$ cat src/uart_dbg_pkg.sv
`default_nettype none

package uart_dbg_pkg;

  ////////////////////////////////////////////////////////////////////////////
  // Line timing and memory geometry
  ////////////////////////////////////////////////////////////////////////////

  localparam int unsigned CLKS_PER_BIT    = 16;
  localparam int unsigned DATA_BITS       = 8;
  // Start, data and stop bits
  localparam int unsigned FRAME_BITS      = DATA_BITS + 2;

  localparam int unsigned NUM_BANKS       = 4;
  localparam int unsigned MEM_ADDR_W      = 10;
  localparam int unsigned BANK_SEL_W      = $clog2(NUM_BANKS);
  localparam int unsigned BANK_ADDR_W     = MEM_ADDR_W - BANK_SEL_W;
  localparam int unsigned BANK_DEPTH      = 2 ** BANK_ADDR_W;
  localparam int unsigned XFER_LEN_W      = 16;
  localparam int unsigned HDR_FIELD_BYTES = 8;

  typedef logic [7:0]             byte_t;
  typedef logic [MEM_ADDR_W-1:0]  mem_addr_t;
  typedef logic [BANK_SEL_W-1:0]  bank_sel_t;
  typedef logic [BANK_ADDR_W-1:0] bank_addr_t;
  typedef logic [XFER_LEN_W-1:0]  xfer_len_t;

  typedef logic [$clog2(CLKS_PER_BIT)-1:0]    baud_cnt_t;
  typedef logic [$clog2(FRAME_BITS)-1:0]      bit_cnt_t;
  typedef logic [$clog2(HDR_FIELD_BYTES)-1:0] hdr_cnt_t;

  localparam baud_cnt_t BAUD_MID  = baud_cnt_t'(CLKS_PER_BIT / 2 - 1);
  localparam baud_cnt_t BAUD_LAST = baud_cnt_t'(CLKS_PER_BIT - 1);
  localparam hdr_cnt_t  HDR_LAST  = hdr_cnt_t'(HDR_FIELD_BYTES - 1);

  ////////////////////////////////////////////////////////////////////////////
  // Debug protocol bytes
  ////////////////////////////////////////////////////////////////////////////

  localparam byte_t CMD_READ  = 8'h11;
  localparam byte_t CMD_WRITE = 8'h12;
  localparam byte_t CODE_ACK  = 8'h06;
  localparam byte_t CODE_EOT  = 8'h04;

  // Reply requests from the engine to the transmitter
  typedef enum logic {
    REPLY_ACK,
    REPLY_EOT
  } reply_code_e;

endpackage

`default_nettype wire
$ cat src/uart_rx.sv
`timescale 1ns/1ps
`default_nettype none

module uart_rx (
  input  logic                clk,
  input  logic                rst_i,
  input  logic                rx_i,
  output logic                rx_valid_o,
  output uart_dbg_pkg::byte_t rx_byte_o
);
  import uart_dbg_pkg::*;

  typedef enum logic [1:0] {
    RX_IDLE,
    RX_START,
    RX_DATA,
    RX_STOP
  } rx_state_e;

  rx_state_e state_q;
  logic      rx_meta_q;
  logic      rx_sync_q;
  baud_cnt_t baud_q;
  bit_cnt_t  bit_q;
  byte_t     shift_q;

  // Two-flop synchronizer, line idles high
  always_ff @(posedge clk) begin
    if (rst_i) begin
      rx_meta_q <= 1'b1;
      rx_sync_q <= 1'b1;
    end else begin
      rx_meta_q <= rx_i;
      rx_sync_q <= rx_meta_q;
    end
  end

  always_ff @(posedge clk) begin
    if (rst_i) begin
      state_q    <= RX_IDLE;
      baud_q     <= '0;
      bit_q      <= '0;
      rx_valid_o <= 1'b0;
    end else begin
      rx_valid_o <= 1'b0;
      case (state_q)
        RX_IDLE: begin
          baud_q <= '0;
          if (!rx_sync_q) begin
            state_q <= RX_START;
          end
        end
        RX_START: begin
          if (baud_q == BAUD_MID) begin
            baud_q <= '0;
            bit_q  <= '0;
            // Glitch on the line, not a real start bit
            state_q <= rx_sync_q ? RX_IDLE : RX_DATA;
          end else begin
            baud_q <= baud_q + 1'b1;
          end
        end
        RX_DATA: begin
          if (baud_q == BAUD_LAST) begin
            baud_q <= '0;
            if (bit_q == bit_cnt_t'(DATA_BITS - 1)) begin
              state_q <= RX_STOP;
            end else begin
              bit_q <= bit_q + 1'b1;
            end
          end else begin
            baud_q <= baud_q + 1'b1;
          end
        end
        default: begin
          // Mid stop bit, drop the byte on a framing error
          if (baud_q == BAUD_LAST) begin
            rx_valid_o <= rx_sync_q;
            state_q    <= RX_IDLE;
          end else begin
            baud_q <= baud_q + 1'b1;
          end
        end
      endcase
    end
  end

  // LSB arrives first
  always_ff @(posedge clk) begin
    if (state_q == RX_DATA && baud_q == BAUD_LAST) begin
      shift_q <= {rx_sync_q, shift_q[7:1]};
    end
  end

  assign rx_byte_o = shift_q;

endmodule

`default_nettype wire

$ cat config.mk
export PLATFORM = sky130hd
export DESIGN_NAME = uart_rx
export DESIGN_NICKNAME = d
export VERILOG_FILES = /design/src/uart_dbg_pkg.sv /design/src/uart_rx.sv
export SDC_FILE = /design/constraint.sdc
export NUM_CORES = 1
export LEC_CHECK = 0
export ABC_CLOCK_PERIOD_IN_PS = 1600
export BUFFER_PORTS_ARGS = -buffer_cell sky130_fd_sc_hd__buf_2
export CAP_MARGIN = 10
export CORE_MARGIN = 2
export CORE_UTILIZATION = 35
export DETAILED_ROUTE_END_ITERATION = 16
export PLACE_DENSITY = 0.63
export RECOVER_POWER = 100
export SKIP_LAST_GASP = 1
export SYNTH_ARGS = -nofsm -noshare
export SYNTH_HDL_FRONTEND = slang
export SYNTH_SLANG_ARGS = --single-unit
$ cat constraint.sdc
create_clock -name clk -period 1.6 [get_ports clk]
set_clock_uncertainty 0.05 [all_clocks]
set_input_delay 0.08 -clock clk [delete_from_list [all_inputs] [get_ports clk]]
set_output_delay 0.08 -clock clk [all_outputs]
set_load 0.005 [all_outputs]
# Word level (Yosys, flattened, before mapping)
# Cells that the tools add are included.
[totals] reg_bits=21 input_bits=3 out_inout_bits=9 elab_cells=43
[op_classes] n_addsub=2 eq_ne=11 n_mux=15 n_bitwise=1 n_reduce_logical=7
[op_table] operator="two-way mux 4 bit" count=6
[op_table] operator="two-way mux 2 bit" count=6
[op_table] operator="one-hot mux 4 bit (3 select lines)" count=1
[op_table] operator="inequality test 2 bit (second input constant)" count=5
[op_table] operator="adder 4 x 1 -> 4 bit (second input constant)" count=2
[op_table] operator="== test 4 x 3 -> 1 bit (second input constant)" count=2
[op_table] operator="one-hot mux 4 bit (2 select lines)" count=1
[op_table] operator="one-hot mux 2 bit (3 select lines)" count=1
[op_table] operator="AND reduction 5 bit" count=1
[op_table] operator="OR reduction 5 bit" count=1
[op_table] operator="== test 4 bit (second input constant)" count=1
[op_table] operator="inequality test 4 x 1 -> 1 bit (second input constant)" count=1
[op_table] operator="AND reduction 4 bit" count=1
[op_table] operator="nonzero test 3 bit" count=1
[op_table] operator="== test 2 x 1 -> 1 bit (second input constant)" count=1
[op_table] operator="== test 2 bit (second input constant)" count=1
[op_table] operator="zero test 2 bit" count=1
[op_table] operator="nonzero test 2 bit" count=1
[op_table] operator="logical AND 1 bit" count=1
[op_table] operator="NOT 1 bit" count=1

# Depth between registers and ports, before layout
[depth] ltp_word=4 mapped_depth=8 mapped_depth_nobuf=7

# Worst setup path after synthesis
# No wires, ideal clock.
[synth_timing] kind="register to register" start="reg state_q[0]" end="reg state_q[1]" setup_time_ns=0.091 t_arrival_ns=1.510 required_time_ns=1.459 slack_ns=-0.051 stages_incl_launch_ff=9 n_path_buf=1 synth_period_minus_slack_ns=1.651 cell_sequence="dfxtp_1 -> inv_1 -> ha_1 -> buf_6 -> and2b_1 -> o211ai_2 -> a21oi_2 -> a31oi_1 -> a311oi_1"
[synth_between] elab_chain_cells=3 word_cells_on_any_way=10 classes_between="eq/ne (6); mux (1); reduce/logical (3)"
[synth_lines] element="start: declaration" line_no="uart_rx.sv:20" text="rx_state_e state_q;"
[synth_lines] element="start signal: assignment" line_no="uart_rx.sv:58" text="state_q <= rx_sync_q ? RX_IDLE : RX_DATA;"
[synth_lines] element="== test 2 bit (tied with other cells)" line_no="uart_rx.sv:46" text="case (state_q)"
[synth_lines] element="inequality test 2 bit (no line) / nonzero test 3 bit (equally long branches)"
[synth_lines] element="AND reduction 5 bit (no line)"
# Several ways; a longest one is shown, not always the timed one.
# A chain may end at the register's enable or synchronous reset.

# Worst setup path in the final report
[layout_timing] start="reg state_q[0]" end="reg state_q[0]"
# The elaborated chain is that of the path after synthesis.

==> summary.md <==
| Metric | Value |
|---|---|
| HPWL Detailed | `1410 microns` |
| H-tree levels | `1` |
| Initial antenna violation count | `0` |
| Largest stage delay, worst path | `0.40 ns` |
| Max FO, Critical Path | `6` |
| RePlAce Congestion | `0.766` |
| Final Slew Violations | `0` |
| Final setup viols | `2` |
| Synthesized instance count | `95` |
| Leakage | `0.505 nW` |
| Wire per inst | `12.9 microns` |
| Share of cells above drive strength 1 | `41.7%` |
| Most common cell in the netlist | `dfxtp_1` |
| Post-synth top area cell | `dfxtp_1` |
| Yosys Warn Count | `0` |
| Power per standard cell area | `679 nW/um^2` |
| Syn nets | `104` |
| Count of cell types in the netlist | `35` |
| CP dominant cell by count | `nor2_1` |
| Yosys reg bits | `21` |
| Final std cells w/o fill | `158` |
| WS Path Type | `reg -> reg` |
| Largest net degree at the start of global routing | `15` |
| Vias | `794` |
| Hold Path Class | `in -> reg` |
| Failing checks | `setup timing` |
| Share of the synthesized area in the top cell type | `26.7%` |
| Critical-path top delay cell | `dfxtp_4` |
| 1st-iter DRT viols | `16` |
| Crit-path cells | `inv_4 -> ha_4 -> nor2_1 -> a221oi_2 -> a21oi_2 -> buf_4 -> mux2i_1 -> nor2_1` |
| Fin util | `49.2%` |
| Ys flop type | `dfxtp_1` |
| Leading post-synthesis cells by cell area | `dfxtp_1 (27%), edfxtp_1 (25%), ha_1 (7.7%)` |
| Clock sinks | `21` |
| CTS max path bufs | `2` |
| First-pass GRT wire length | `3310 microns` |
| Fin worst setup slack | `-0.0595 ns` |
| CTS tree | `done` |
| Fmax | `603 MHz` |
| Peak supply drop | `476 uV` |
| Routed Antenna Nets | `0` |
| Syn_area_per_cell | `10.2 sq um` |
| WL final | `2030 microns` |
| Core Area | `2690 sq um` |
| Latest clock arrival within the worst-skew pair | `0.31 ns` |
| Inst Count DP | `148` |
| Seq/Total Area, Yosys | `51.4%` |
| Rows | `19` |
| Root buffer cell | `clkbuf_4` |
| Setup crit start kind | `flop` |
| Die width | `56.7 microns` |
| GRT overflow | `0` |
| Initial core utilization | `36.2%` |
| # nets final | `137` |
| Setup TNS | `-0.106 ns` |
| Commonest cells in the netlist | `dfxtp_1 (13), nor2_1 (12), edfxtp_1 (8)` |
| Post-layout min period | `1.66 ns` |
| Port Buffer Count | `11` |
| DRT Pass-1 Iters | `2` |
| Critical Path Sink Type | `flop` |
| Mapped cell area | `973 sq um` |
| CTS buffer count | `3` |
| Drt drc | `0` |
| Max-Cap Viols | `0` |
| Ports | `12` |
| CTS clock-pin slew for the worst setup and hold paths | `0.12 ns` |
| Slew headroom | `81.7%` |
| Async S/R FF share, synth | `0%` |
| Final Hold Viols | `0` |
| Die ar. | `3220 sq um` |
| Vias in the first global route | `742` |
| Ant. Diodes | `0` |
| Die Ht | `56.7 microns` |
| Status | `finished, violations left` |
| Crit path DAT | `1.82 ns` |
| GRT Overall Usage | `13.3%` |
| Fill count | `262` |
| RSZ-0062 raised after global routing | `true` |
| Final period util | `104%` |
| Area grow syn2layout | `35.9%` |
| Slew @ Worst Pin | `0.274 ns` |
| Vias per inst | `5.03` |
| WP data required | `1.76 ns` |
| Number of synthesized flops with an enable pin | `8` |
[report_power, final]
group	switching (mW)	internal, mW	total (mW)
registers	0.00462	0.555	0.560
logic	0.0345	0.0354	0.0699
clock network	0.173	0.0954	0.269
[area by class of cell]
| type | instances | area (sq um) | share of cell area (%) |
|---|---|---|---|
| inverters | 5 | 21.3 | 1.61 |
| multi-input cells | 67 | 529 | 40.0 |
| well taps | 31 | 38.8 | 2.93 |
| repair buffers | 30 | 195 | 14.8 |
| flip-flops and latches | 21 | 508 | 38.4 |
| clock inverters | 1 | 7.51 | 0.568 |
| clock buffers | 3 | 22.5 | 1.70 |
[metrics by stage]
step	setup slack, ns	power (mW)	hold slack [ns]	area, sq um
2_1_floorplan	0.0210	0.602	0.134	975
3_3_place_gp	-0.118	0.621	0.215	1150
3_5_place_dp	-0.129	0.624	0.217	1150
4_1_cts	-0.00809	0.900	0.0360	1230
5_1_grt	-0.142	0.937	0.0609	1320
6_report	-0.0595	0.898	0.0316	1320
[final timing paths]
kind                            slack (ns)         end  cells after the start        from
worst max-delay path                 -0.06  state_q[0]                      8  state_q[0]
worst min register to register        0.38   rx_sync_q                      1   rx_meta_q
worst max register to register       -0.06  state_q[0]                      8  state_q[0]
worst min-delay path                  0.03  state_q[1]                      2       rst_i
[sequential cells by signal, summed over array words and instances (netlist names)]
name / cells
rx_sync_q: 1
state_q: 2
rx_meta_q: 1
bit_q: 4
rx_byte_o: 8
baud_q: 4
rx_valid_o: 1
[placed cells by master (no fill, tap or decap), types with 2 or more instances in the layout]
| cell | synthesis | routed |
|---|---|---|
| clkbuf_1 | 1 | 4 |
| dfxtp_1 | 13 | 9 |
| nor2_1 | 12 | 11 |
| dfxtp_2 | 0 | 3 |
| ha_4 | 0 | 3 |
| or3_1 | 2 | 2 |
| clkbuf_4 | 0 | 3 |
| inv_1 | 5 | 3 |
| a21oi_2 | 1 | 2 |
| buf_2 | 0 | 7 |
| ha_1 | 6 | 2 |
| mux2i_1 | 2 | 2 |
| or2_2 | 2 | 2 |
| o21ai_0 | 3 | 2 |
| a21oi_1 | 6 | 5 |
| nand2_1 | 6 | 6 |
| nand3_1 | 6 | 5 |
| buf_4 | 0 | 18 |
| edfxtp_1 | 8 | 8 |
| nand3b_1 | 2 | 2 |
[repair_timing]
item                                   in CTS  in global routing
buffers inserted                            0                  5
pin swaps                                   2                  4
endpoints found under the hold margin       1                  0
hold buffers                                1                  0
setup endpoints to repair                   9                  9
gates resized for setup                    12                 14
[cells by family (layout without fill, tap and decap cells)]
family,count (synthesis),count (layout),share of synthesized area [%]
muxes,2,2,2.06
adders and majority gates,6,6,7.71
and+or+nand+nor,39,39,21.0
AOI/OAI and AO/OA,19,19,13.5
buffers and inverters,7,39,3.47
DFF,21,21,51.4
xor gates and xnor gates,1,1,0.900
[critical path, delay by kind of cell, from the launching register on]
kind / cells / cell delay (ns)
mux: 1 / 0.16
flops: 1 / 0.40
simple gates: 2 / 0.28
buf+inv: 2 / 0.18
compound gates: 2 / 0.30
fa+ha+maj: 1 / 0.18
[routing by layer]
metal | vias up | track usage, % | wire length, microns
li1 | 403 | - | -
met5 | - | 0 | 0
met1 | 376 | 15.9 | 885
met3 | 4 | 3.23 | 68
met4 | 0 | 7.97 | 52
met2 | 11 | 21.4 | 1030
(Power assumes the default switching activity.)
